<file path="src/fetch_defs.svh">
`ifndef FETCH_DEFS_SVH
`define FETCH_DEFS_SVH

// ~~~~~~~~~~~~~~~~~~~~~~~~~~~~~~~~~~~~~~~~~~~~~~~~~~~~~~~~~~
// Machine word.
// ~~~~~~~~~~~~~~~~~~~~~~~~~~~~~~~~~~~~~~~~~~~~~~~~~~~~~~~~~~

`define XLEN 32

// First address fetched after reset.
`define RESET_VECTOR 32'h80000000

// ~~~~~~~~~~~~~~~~~~~~~~~~~~~~~~~~~~~~~~~~~~~~~~~~~~~~~~~~~~
// Instruction cache geometry.
// ~~~~~~~~~~~~~~~~~~~~~~~~~~~~~~~~~~~~~~~~~~~~~~~~~~~~~~~~~~

`define ICACHE_LINES 16  // Direct mapped with one tag per line.
`define LINE_WORDS 4     // A refill always moves a whole line.

`endif

</file>
<file path="src/isa_pkg.sv">
`include "fetch_defs.svh"

package isa_pkg;

  typedef logic [`XLEN-1:0] addr_t;
  typedef logic [`XLEN-1:0] inst_t;
  typedef logic [4:0] opcode_t;  // Bits 6 to 2. The low two bits are always 11.

  localparam opcode_t OP_BRANCH = 5'b11000;
  localparam opcode_t OP_JAL = 5'b11011;

  function automatic opcode_t opcode_of(inst_t i);
    return i[6:2];
  endfunction

  // B-type immediate, sign extended, bit 0 always clear.
  function automatic addr_t imm_b(inst_t i);
    return {{20{i[31]}}, i[7], i[30:25], i[11:8], 1'b0};
  endfunction

  // J-type immediate as used by JAL.
  function automatic addr_t imm_j(inst_t i);
    return {{12{i[31]}}, i[19:12], i[20], i[30:21], 1'b0};
  endfunction

endpackage

</file>
<file path="src/fetch_pkg.sv">
`include "fetch_defs.svh"

package fetch_pkg;

  // Address split for the instruction cache.
  localparam int OFFSET_LSB = 2;  // Byte offset within a word is ignored.
  localparam int OFFSET_BITS = $clog2(`LINE_WORDS);
  localparam int INDEX_LSB = OFFSET_LSB + OFFSET_BITS;
  localparam int INDEX_BITS = $clog2(`ICACHE_LINES);

  // The tag is taken from the top of the address and overlaps the upper index bits.
  localparam int TAG_BITS = `XLEN - INDEX_BITS - OFFSET_BITS;

  typedef logic [INDEX_BITS-1:0] line_index_t;
  typedef logic [OFFSET_BITS-1:0] line_offset_t;
  typedef logic [TAG_BITS-1:0] tag_t;

  typedef enum logic {
    FETCH_WAIT,
    FETCH_HOLD
  } fetch_state_t;

  typedef enum logic [1:0] {
    REFILL_IDLE,
    REFILL_REQ,
    REFILL_FILL
  } refill_state_t;

endpackage

</file>
<file path="src/icache.sv">
`timescale 1ns/1ns
`include "fetch_defs.svh"

module icache import isa_pkg::*, fetch_pkg::*; (
  input  logic  clock,
  input  logic  reset,
  input  logic  fencei,
  input  addr_t fetch_addr,
  output logic  hit,
  output inst_t inst,
  output logic  mem_req,
  output addr_t mem_addr,
  input  logic  mem_rvalid,
  input  inst_t mem_rdata
);

  function automatic line_index_t index_of(addr_t a);
    return a[INDEX_LSB +: INDEX_BITS];
  endfunction

  function automatic line_offset_t offset_of(addr_t a);
    return a[OFFSET_LSB +: OFFSET_BITS];
  endfunction

  function automatic tag_t tag_of(addr_t a);
    return a[`XLEN-1 -: TAG_BITS];
  endfunction

  inst_t data_mem [`ICACHE_LINES][`LINE_WORDS];
  tag_t tag_mem [`ICACHE_LINES];
  logic [`ICACHE_LINES-1:0] line_valid;

  refill_state_t state;
  addr_t refill_addr;        // Line aligned.
  line_index_t refill_index;
  line_offset_t word_cnt;
  logic last_word;
  logic poisoned;            // Set when fencei lands during a refill.

  // ~~~~~~~~~~~~~~~~~~~~~~~~~~~~~~~~~~~~~~~~~~~~~~~~~~~~~~~~~~
  // Lookup.
  // ~~~~~~~~~~~~~~~~~~~~~~~~~~~~~~~~~~~~~~~~~~~~~~~~~~~~~~~~~~

  assign hit = line_valid[index_of(fetch_addr)] &&
               (tag_mem[index_of(fetch_addr)] == tag_of(fetch_addr));
  assign inst = data_mem[index_of(fetch_addr)][offset_of(fetch_addr)];

  // ~~~~~~~~~~~~~~~~~~~~~~~~~~~~~~~~~~~~~~~~~~~~~~~~~~~~~~~~~~
  // Refill.
  // ~~~~~~~~~~~~~~~~~~~~~~~~~~~~~~~~~~~~~~~~~~~~~~~~~~~~~~~~~~

  assign refill_index = index_of(refill_addr);
  assign last_word = (word_cnt == line_offset_t'(`LINE_WORDS - 1));

  assign mem_req = (state == REFILL_REQ);  // Exactly one cycle per refill.
  assign mem_addr = refill_addr;

  always_ff @(posedge clock) begin
    if (reset) begin
      state <= REFILL_IDLE;
      line_valid <= '0;
      word_cnt <= '0;
      poisoned <= 1'b0;
    end else begin
      case (state)
        REFILL_IDLE: begin
          if (!hit) begin
            state <= REFILL_REQ;
            poisoned <= 1'b0;
            // The victim line stops hitting while its words are replaced.
            line_valid[index_of(fetch_addr)] <= 1'b0;
          end
        end
        REFILL_REQ: begin
          state <= REFILL_FILL;
          word_cnt <= '0;
        end
        REFILL_FILL: begin
          if (mem_rvalid) begin
            word_cnt <= line_offset_t'(word_cnt + 1'b1);
            if (last_word) begin
              state <= REFILL_IDLE;
              line_valid[refill_index] <= ~poisoned;
            end
          end
        end
        default: state <= REFILL_IDLE;
      endcase

      // Invalidation wins over a line finishing on the same cycle.
      if (fencei) begin
        line_valid <= '0;
        if (state != REFILL_IDLE) poisoned <= 1'b1;
      end
    end
  end

  always_ff @(posedge clock) begin
    if (state == REFILL_IDLE && !hit) begin
      refill_addr <= {fetch_addr[`XLEN-1:INDEX_LSB], {INDEX_LSB{1'b0}}};
    end
    if (state == REFILL_FILL && mem_rvalid) begin
      data_mem[refill_index][word_cnt] <= mem_rdata;
      if (last_word) tag_mem[refill_index] <= tag_of(refill_addr);
    end
  end

endmodule

</file>
<file path="src/ifu.sv">
`timescale 1ns/1ns
`include "fetch_defs.svh"

module ifu import isa_pkg::*, fetch_pkg::*; (
  input  logic  clock,
  input  logic  reset,
  input  logic  flush,
  input  addr_t dnpc,
  output addr_t fetch_addr,
  input  logic  hit,
  input  inst_t inst,
  output logic  fetch_valid,
  input  logic  fetch_ready,
  output addr_t fetch_pc,
  output inst_t fetch_inst
);

  fetch_state_t state, state_next;
  addr_t pc, pc_next;
  addr_t pc_step, pc_pred;
  addr_t redirect_pc;       // Target of a flush seen during a miss.
  logic out_valid, out_valid_next;
  logic flush_pending, flush_pending_next;
  logic space;
  logic capture;

  assign fetch_addr = pc;
  assign fetch_valid = out_valid & ~flush;  // A word offered during a flush is dropped.
  assign space = ~out_valid | fetch_ready;

  // ~~~~~~~~~~~~~~~~~~~~~~~~~~~~~~~~~~~~~~~~~~~~~~~~~~~~~~~~~~
  // Static prediction.
  // ~~~~~~~~~~~~~~~~~~~~~~~~~~~~~~~~~~~~~~~~~~~~~~~~~~~~~~~~~~

  // Backward branches are taken, everything else falls through.
  assign pc_step = (opcode_of(inst) == OP_BRANCH && inst[31]) ? imm_b(inst) : addr_t'(4);
  assign pc_pred = pc + pc_step;

  always_comb begin
    state_next = state;
    pc_next = pc;
    out_valid_next = out_valid;
    flush_pending_next = flush_pending;
    capture = 1'b0;

    case (state)
      FETCH_WAIT: begin
        if (hit) begin
          if (flush || flush_pending) begin
            flush_pending_next = 1'b0;
            out_valid_next = 1'b0;
            pc_next = flush ? dnpc : redirect_pc;
          end else if (space) begin
            capture = 1'b1;
          end else begin
            state_next = FETCH_HOLD;
          end
        end else if (flush) begin
          // Let the refill finish and redirect once the line is in.
          flush_pending_next = 1'b1;
          out_valid_next = 1'b0;
        end else if (fetch_ready) begin
          out_valid_next = 1'b0;
        end
      end
      FETCH_HOLD: begin
        if (flush) begin
          state_next = FETCH_WAIT;
          out_valid_next = 1'b0;
          pc_next = dnpc;
        end else if (space) begin
          state_next = FETCH_WAIT;
          if (hit) begin
            capture = 1'b1;
          end else begin
            out_valid_next = 1'b0;  // The held line was invalidated meanwhile.
          end
        end
      end
      default: state_next = FETCH_WAIT;
    endcase

    if (capture) begin
      out_valid_next = 1'b1;
      pc_next = pc_pred;
    end
  end

  always_ff @(posedge clock) begin
    if (reset) begin
      state <= FETCH_WAIT;
      pc <= `RESET_VECTOR;
      out_valid <= 1'b0;
      flush_pending <= 1'b0;
    end else begin
      state <= state_next;
      pc <= pc_next;
      out_valid <= out_valid_next;
      flush_pending <= flush_pending_next;
    end
  end

  always_ff @(posedge clock) begin
    if (capture) begin
      fetch_pc <= pc;
      fetch_inst <= inst;
    end
    if (flush) redirect_pc <= dnpc;
  end

endmodule

</file>
<file path="src/jump_redirect.sv">
`timescale 1ns/1ns

module jump_redirect import isa_pkg::*; (
  input  logic  clock,
  input  logic  reset,
  input  logic  fetch_valid,
  output logic  fetch_ready,
  input  addr_t fetch_pc,
  input  inst_t fetch_inst,
  output logic  flush,
  output addr_t dnpc,
  output logic  issue_valid,
  input  logic  issue_ready,
  output addr_t issue_pc,
  output inst_t issue_inst
);

  logic accept;
  logic is_jal;

  // The single entry takes a new word when empty or when it drains this cycle.
  assign fetch_ready = ~issue_valid | issue_ready;
  assign accept = fetch_valid & fetch_ready;
  assign is_jal = (opcode_of(fetch_inst) == OP_JAL);

  // ~~~~~~~~~~~~~~~~~~~~~~~~~~~~~~~~~~~~~~~~~~~~~~~~~~~~~~~~~~
  // Issue register and redirect.
  // ~~~~~~~~~~~~~~~~~~~~~~~~~~~~~~~~~~~~~~~~~~~~~~~~~~~~~~~~~~

  always_ff @(posedge clock) begin
    if (reset) begin
      issue_valid <= 1'b0;
      flush <= 1'b0;
    end else begin
      if (accept) begin
        issue_valid <= 1'b1;
      end else if (issue_ready) begin
        issue_valid <= 1'b0;
      end
      flush <= accept & is_jal;  // One cycle pulse per accepted JAL.
    end
  end

  // Target is only looked at while flush is high.
  always_ff @(posedge clock) begin
    if (accept) begin
      issue_pc <= fetch_pc;
      issue_inst <= fetch_inst;
      dnpc <= fetch_pc + imm_j(fetch_inst);
    end
  end

endmodule

</file>
<file path="src/fetch_top.sv">
`timescale 1ns/1ns

module fetch_top import isa_pkg::*; (
  input  logic  clock,
  input  logic  reset,
  input  logic  fencei,
  output logic  issue_valid,
  input  logic  issue_ready,
  output addr_t issue_pc,
  output inst_t issue_inst,
  output logic  mem_req,
  output addr_t mem_addr,
  input  logic  mem_rvalid,
  input  inst_t mem_rdata
);

  // Cache lookup.
  addr_t fetch_addr;
  logic  hit;
  inst_t inst;

  // Fetch to decode handshake.
  logic  fetch_valid;
  logic  fetch_ready;
  addr_t fetch_pc;
  inst_t fetch_inst;

  // Redirect back to fetch.
  logic  flush;
  addr_t dnpc;

  icache icache (
    .clock      (clock),
    .reset      (reset),
    .fencei     (fencei),
    .fetch_addr (fetch_addr),
    .hit        (hit),
    .inst       (inst),
    .mem_req    (mem_req),
    .mem_addr   (mem_addr),
    .mem_rvalid (mem_rvalid),
    .mem_rdata  (mem_rdata)
  );

  ifu ifu (
    .clock       (clock),
    .reset       (reset),
    .flush       (flush),
    .dnpc        (dnpc),
    .fetch_addr  (fetch_addr),
    .hit         (hit),
    .inst        (inst),
    .fetch_valid (fetch_valid),
    .fetch_ready (fetch_ready),
    .fetch_pc    (fetch_pc),
    .fetch_inst  (fetch_inst)
  );

  jump_redirect jump_redirect (
    .clock       (clock),
    .reset       (reset),
    .fetch_valid (fetch_valid),
    .fetch_ready (fetch_ready),
    .fetch_pc    (fetch_pc),
    .fetch_inst  (fetch_inst),
    .flush       (flush),
    .dnpc        (dnpc),
    .issue_valid (issue_valid),
    .issue_ready (issue_ready),
    .issue_pc    (issue_pc),
    .issue_inst  (issue_inst)
  );

endmodule

</file>
<file path="config.mk">
export PLATFORM = sky130hd
export DESIGN_NAME = fetch_top
export DESIGN_NICKNAME = d
export VERILOG_FILES = /design/src/isa_pkg.sv /design/src/fetch_pkg.sv /design/src/icache.sv /design/src/ifu.sv /design/src/jump_redirect.sv /design/src/fetch_top.sv
export VERILOG_INCLUDE_DIRS = /design/src
export SDC_FILE = /design/constraint.sdc
export NUM_CORES = 2
export LEC_CHECK = 0
export BUFFER_PORTS_ARGS = -buffer_cell sky130_fd_sc_hd__buf_2
export CAP_MARGIN = 20
export CORE_MARGIN = 5
export CORE_UTILIZATION = 60
export CTS_CLUSTER_SIZE = 40
export DETAILED_ROUTE_END_ITERATION = 16
export PLACE_DENSITY_LB_ADDON = 0.2
export SETUP_SLACK_MARGIN = 0.05
export SLEW_MARGIN = 40
export SYNTH_ARGS = -nofsm -noshare
export SYNTH_HDL_FRONTEND = slang
export SYNTH_SLANG_ARGS = --single-unit
</file>
<file path="constraint.sdc">
create_clock -name clock -period 8.65 [get_ports clock]
set_clock_uncertainty 0.2 [all_clocks]
set_input_delay 1.73 -clock clock [delete_from_list [all_inputs] [get_ports clock]]
set_output_delay 1.73 -clock clock [all_outputs]
set_load 0.01 [all_outputs]
</file>
Yosys cells after proc, flatten, opt, wreduce, memory -nomap -nowiden
Memory sizes are Yosys's and may differ from the RTL's. A register that Yosys moved wholly into a read port is not among the register bits.
Cells that the tools add are included.
{"block": "word_totals", "regBits": 278, "ram_bits": 2464, "out_inout_bits": 98, "wordCells": 149, "memories": 2}
{"name": "icache.data_mem", "words": 16, "width": 128, "rd": 1, "rd_ports_with_merged_regs": 1, "write_ports": 1, "line": "icache.sv:29", "text": "inst_t data_mem [`ICACHE_LINES][`LINE_WORDS];"}
{"name": "icache.tag_mem", "words": 16, "width": 26, "rd": 1, "rd_ports_with_merged_regs": 1, "write_ports": 1, "line": "icache.sv:30", "text": "tag_t tag_mem [`ICACHE_LINES];"}
{"block": "op_classes", "n_addsub": 3, "order_cmp": 7, "n_eq_ne": 17, "muxes": 67, "n_bitwise": 14, "reduce_logical": 22}
{"op": "32-bit two-way mux", "count": 9}
{"op": "128-bit two-way mux", "count": 1}
{"op": "32-bit adder", "count": 2}
{"op": "32-bit binary-select mux with 2-bit select", "count": 1}
{"op": "32-bit demux with 2-bit select", "count": 1}
{"op": "32-bit case mux with 2 select lines", "count": 1}
{"op": "16-bit two-way mux", "count": 3}
{"op": "1-bit two-way mux", "count": 33}
{"op": "16-bit case mux with 2 select lines", "count": 1}
{"op": "26-bit equality test", "count": 1}
{"op": "16-bit AND", "count": 1}
{"op": "16-bit bitwise mux", "count": 1}
{"op": "4-bit two-way mux", "count": 4}
{"op": "16-bit inverter", "count": 1}
{"op": "5-bit equality test (second input constant)", "count": 2}
{"op": "4-bit by 5-bit less-than comparator with 1-bit output (second input constant)", "count": 2}
{"op": "2-bit nonzero test", "count": 5}
{"op": "3-bit AND reduction", "count": 3}
{"op": "1-bit demux with 4-bit select", "count": 2}
{"op": "4-bit by 1-bit >= comparator with 1-bit output (second input constant)", "count": 2}
{"op": "2-bit two-way mux", "count": 4}
{"op": "4-bit by 3-bit inequality test with 1-bit output (second input constant)", "count": 2}
{"op": "4-bit AND reduction", "count": 2}
{"op": "1-bit logical AND", "count": 7}
{"op": "other kinds (24)", "count": 39}

Depth between registers and ports, before layout
{"block": "logic_depth", "word_depth": 11, "ltp_mapped": 29, "mapped_depth_nobuf": 21}

By module
From an unflattened synthesis, not the netlist that was laid out.
{"block": "hier_totals", "hier_cells": 4964, "area_unflattened_um2": 107928.5}
{"module": "icache", "n_inst": 1, "cells_each": 4005, "area_per_inst_um2": 96626.4, "seq_area_each_um2": 75252.2}
{"module": "ifu", "n_inst": 1, "cells_each": 613, "area_per_inst_um2": 6607.6, "seq_area_each_um2": 3263.1}
{"module": "jump_redirect", "n_inst": 1, "cells_each": 346, "area_per_inst_um2": 4694.5, "seq_area_each_um2": 2892.8}

Least setup slack after synthesis
Ideal clock, no wire load.
{"block": "synth_timing", "path_type": "input port to flip-flop", "from": "input port issue_ready", "to": "register jump_redirect.dnpc[10] (enable)", "setup_time_ns": 0.549, "arrival_ns": 5.914, "t_required_ns": 7.901, "path_slack_ns": 1.986, "cell_stages": 3, "path_buffers": 0, "cell_sequence": "nand2b_1 -> nand2_1 -> nor2_1"}
{"block": "synth_via", "elab_chain_len": 2}
{"element": "from (decl)", "line": "fetch_top.sv:8", "text": "input logic issue_ready,"}
{"element": "1-bit OR", "line": "jump_redirect.sv:22", "text": "assign fetch_ready = ~issue_valid | issue_ready;"}
{"element": "1-bit AND", "line": "jump_redirect.sv:23", "text": "assign accept = fetch_valid & fetch_ready;"}
{"element": "net jump_redirect.accept", "line": "jump_redirect.sv:18", "text": "logic accept;"}
{"element": "to (signal assigned)", "line": "jump_redirect.sv:49", "text": "dnpc <= fetch_pc + imm_j(fetch_inst);"}
{"element": "to (decl)", "line": "jump_redirect.sv:11", "text": "output addr_t dnpc,"}
The timed path passes the listed nets, and every way through them passes these cells.
A chain may end at the register's enable or synchronous reset.

==> flow_metrics.py <==
metrics = {
    "synthesis": {
        "ys.flop_type": "edfxtp_1",
        "synth_top_cell_by_area": "edfxtp_1",
        "syn_inst": 5064,
        "yosys_register_bits": 2745,
        "synth_edf_count": 2651,
        "ys_top_cells_by_area": "edfxtp_1 (74%), mux4_2 (15%), dfxtp_1 (1.7%)",
        "yosysMostFrequentCell": "edfxtp_1",
        "synth_area_mm2": 0.1079,
        "yosys.area.top_type_share_pct": 73.77,
        "async_reset_ff_share_pct": 0,
        "synth_common_cells": "edfxtp_1 (2651), mux4_2 (710), nor2_1 (145)",
        "ys_seq_area_share_pct": 75.52,
        "syn_avg_cell_area_um2": 21.31,
        "ys_warn_count": 0,
        "synth_cell_types": 92,
    },
    "placement": {
        "dp_hpwl_um": 161100,
        "gp_congestion": 0.9106,
        "numPortBuffers": 130,
    },
    "worst_setup_path": {
        "worstPathRequired_ps": 9230,
        "critPathMaxFanout": 39,
        "r2r_setup_slack_ps": 1730,
        "critPathKind": "flip-flop to flip-flop",
        "arrival_ps": 7490,
        "crit_cells": 21,
        "path_cells": "buf_4 > buf_4 > mux4_2 > o22ai_1 > nor3_1 > or4_1 > nand2b_1 > nor4_4 > buf_4 > and2_1 > ha_1 > nand3_1 > nor4_1 > nor2_1 > a21oi_1 > o21ai_0 > o311ai_0 > a21o_1 > nor4b_1 > a2111oi_0 > o41ai_2",
        "critPathSlowestCell": "dfxtp_4",
        "start_kind": "flip-flop",
        "path_buf_inv": 3,
        "crit_path_max_incr_delay_ps": 810,
        "r2r_cells": 21,
        "endpoint_kind": "flip-flop",
        "cp_common_cell": "buf_4",
        "cp_top_family": "compound AO/OA/AOI/OAI gates",
    },
    "clocking": {
        "htree_levels": 5,
        "cts_root_buffer": "clkbuf_16",
        "numCtsBuffers": 287,
        "clockBufferDepth": 4,
        "cts_sinks": 2745,
        "path_clk_slew_ps": 60,
        "clock_latency_ps": 940,
        "cts.repair.resized": 0,
        "cts_hold_buf": 0,
        "post-cts-setup-buffers": 0,
        "cts_tree": "done",
    },
    "sta": {
        "report.final.slew_viol_count": 0,
        "hold_viol": 0,
        "slew_headroom_pct": 37.57,
        "layout_min_cycle_time_ps": 6917,
        "period_share_pct": 79.97,
        "fmax_mhz": 144.6,
        "rsz0062_at_grt": "no",
        "worst_pin_slew_ps": 936.4,
        "finalSetupViolations": 0,
        "setup_tns_ps": 0,
    },
    "route": {
        "vias": 54860,
        "drt_iter0_drc": 7999,
        "ant_nets": 0,
        "wl_per_cell_um": 36.10,
        "drtPass1Iterations": 8,
        "drc_errors": 0,
        "viasPerCell": 6.909,
        "totalWireLength_um": 286600,
    },
    "cells_and_area": {
        "syn2layout_area_growth_pct": 12.40,
        "post-route-util_pct": 67.90,
        "drive_above_1_share_pct": 27.13,
        "finish.net_count": 5489,
        "fill_cells": 10880,
    },
    "die": {
        "dieArea_mm2": 0.1884,
        "io_pins": 135,
        "die_y_um": 434.1,
        "row_count": 155,
        "start_util_pct": 60.41,
        "die_w_um": 434.1,
        "fp.coreArea_mm2": 0.1786,
    },
    "min_path": {
        "min_path_type": "flip-flop to flip-flop",
        "hold_depth": 0,
    },
    "power": {
        "leakage_nw": 37.58,
        "power_density_mw_per_mm2": 219.1,
        "vdd_drop_max_uv": 166.9,
    },
    "global_route": {
        "grt.total_usage_pct": 30.82,
        "overflow": 0,
        "grt_pass1_vias": 54350,
        "grt_first_pass_wirelength_um": 404700,
        "grt_max_degree": 94,
        "antenna_found_initial": 14,
    },
    "job": {
        "cap_viol_max_count": 0,
    },
    "outcome": {
        "status": "finished, final reports clean",
    },
}
sequential cells by signal, summed over array words and instances, names as in the netlist, 31 cells and up, named ones only:
| signal | count |
|---|---|
| jump_redirect.issue_inst | 32 |
| ifu.fetch_addr | 32 |
| ifu.fetch_pc | 32 |
| jump_redirect.dnpc | 31 |
| icache.data_mem | 2048 |
| ifu.redirect_pc | 32 |
| ifu.fetch_inst | 32 |
| jump_redirect.issue_pc | 32 |
| icache.tag_mem | 416 |
final timing paths:
kind                        start                         to
hold reg to reg   ifu.fetch_pc[0]  jump_redirect.issue_pc[0]
hold / removal    ifu.fetch_pc[0]  jump_redirect.issue_pc[0]
setup / recovery        flip-flop         ifu.fetch_addr[30]
setup reg to reg        flip-flop         ifu.fetch_addr[30]
placed cells by master (no fill, tap or decap), types with 11 or more instances in the layout:
| master | n |
|---|---|
| mux2_2 | 42 |
| mux4_2 | 710 |
| mux2i_1 | 124 |
| and2_1 | 16 |
| buf_2 | 98 |
| edfxtp_1 | 2651 |
| buf_12 | 18 |
| bufinv_16 | 16 |
| o22a_1 | 12 |
| and3_1 | 13 |
| xnor2_1 | 46 |
| a22oi_1 | 36 |
| inv_1 | 39 |
| o31ai_1 | 14 |
| or3_1 | 12 |
| nand3_1 | 84 |
| clkinv_2 | 42 |
| xor2_1 | 27 |
| clkbuf_16 | 295 |
| a211oi_1 | 21 |
| o211ai_1 | 18 |
| nand2_1 | 133 |
| nor2b_1 | 20 |
| buf_8 | 11 |
| nor2_1 | 78 |
| o22ai_1 | 21 |
| buf_4 | 143 |
| buf_16 | 13 |
| nand2b_1 | 25 |
| dfxtp_1 | 86 |
| clkinv_1 | 52 |
| o21ai_0 | 85 |
| a21o_1 | 29 |
| clkbuf_1 | 65 |
| nor3_1 | 32 |
| ha_1 | 64 |
| a21oi_1 | 106 |
| nor2_4 | 65 |
metrics by stage:
step / instance area [um^2] / worst slack, ps / cells / hold slack, ps / total power [W]
floorplan: 107900 / 1986 / 5067 / 200.3 / 0.01503
global placement: 112000 / 1416 / 7427 / 206.2 / 0.01526
detailed placement: 112500 / 1802 / 7448 / 210.2 / 0.01527
CTS: 121100 / 1739 / 7931 / 225.0 / 0.02668
global route: 121300 / 1186 / 7936 / 242.3 / 0.02730
finish: 121300 / 1733 / 7940 / 224.2 / 0.02658
power breakdown:
| part | switching [W] | internal, W |
|---|---|---|
| sequential | 0.0000746 | 0.0146 |
| combinational | 0.000251 | 0.0000436 |
| clock | 0.00488 | 0.00670 |
cell type report:
cell class              instances  area [um^2]  area share (%)
well taps                    2355         2947           2.429
diodes                          5        12.51         0.01032
inverters                      41        162.7          0.1341
multi-input cells            2019        25480           21.00
clock inverters               122        991.0          0.8170
repair buffers                292         2549           2.101
flip-flops and latches       2745        81510           67.20
clock buffers                 361         7640           6.299
worst reg2reg max path: stages (launching register included):
cell,delay (ps)
dfxtp_4,810
buf_4,550
buf_4,490
mux4_2,380
o22ai_1,200
nor3_1,80
or4_1,580
nand2b_1,170
nor4_4,50
buf_4,250
and2_1,250
ha_1,440
nand3_1,160
nor4_1,290
nor2_1,130
a21oi_1,260
o21ai_0,210
o311ai_0,370
a21o_1,220
nor4b_1,60
a2111oi_0,520
o41ai_2,100
kinds of logic after synthesis:
logic type,after synthesis,synth area share (%)
AOI/OAI and AO/OA,457,2.839
DFF,2745,75.52
buffers and inverters,303,1.397
muxes,876,16.41
other,1,0.003475
and+or+nand+nor,543,2.465
xor gates and xnor gates,73,0.5925
adders and majority gates,66,0.7792
layer usage:
layer  global-route usage [%]  routed length [um]  up-vias
li1                         -                   -    21890
met1                    42.24              102900    28790
met2                    48.47              137600     3548
met3                    7.647               32850      630
met4                    12.52               13280        4
met5                        0                  18        -
No activity file was read; power rests on OpenSTA's default activity.
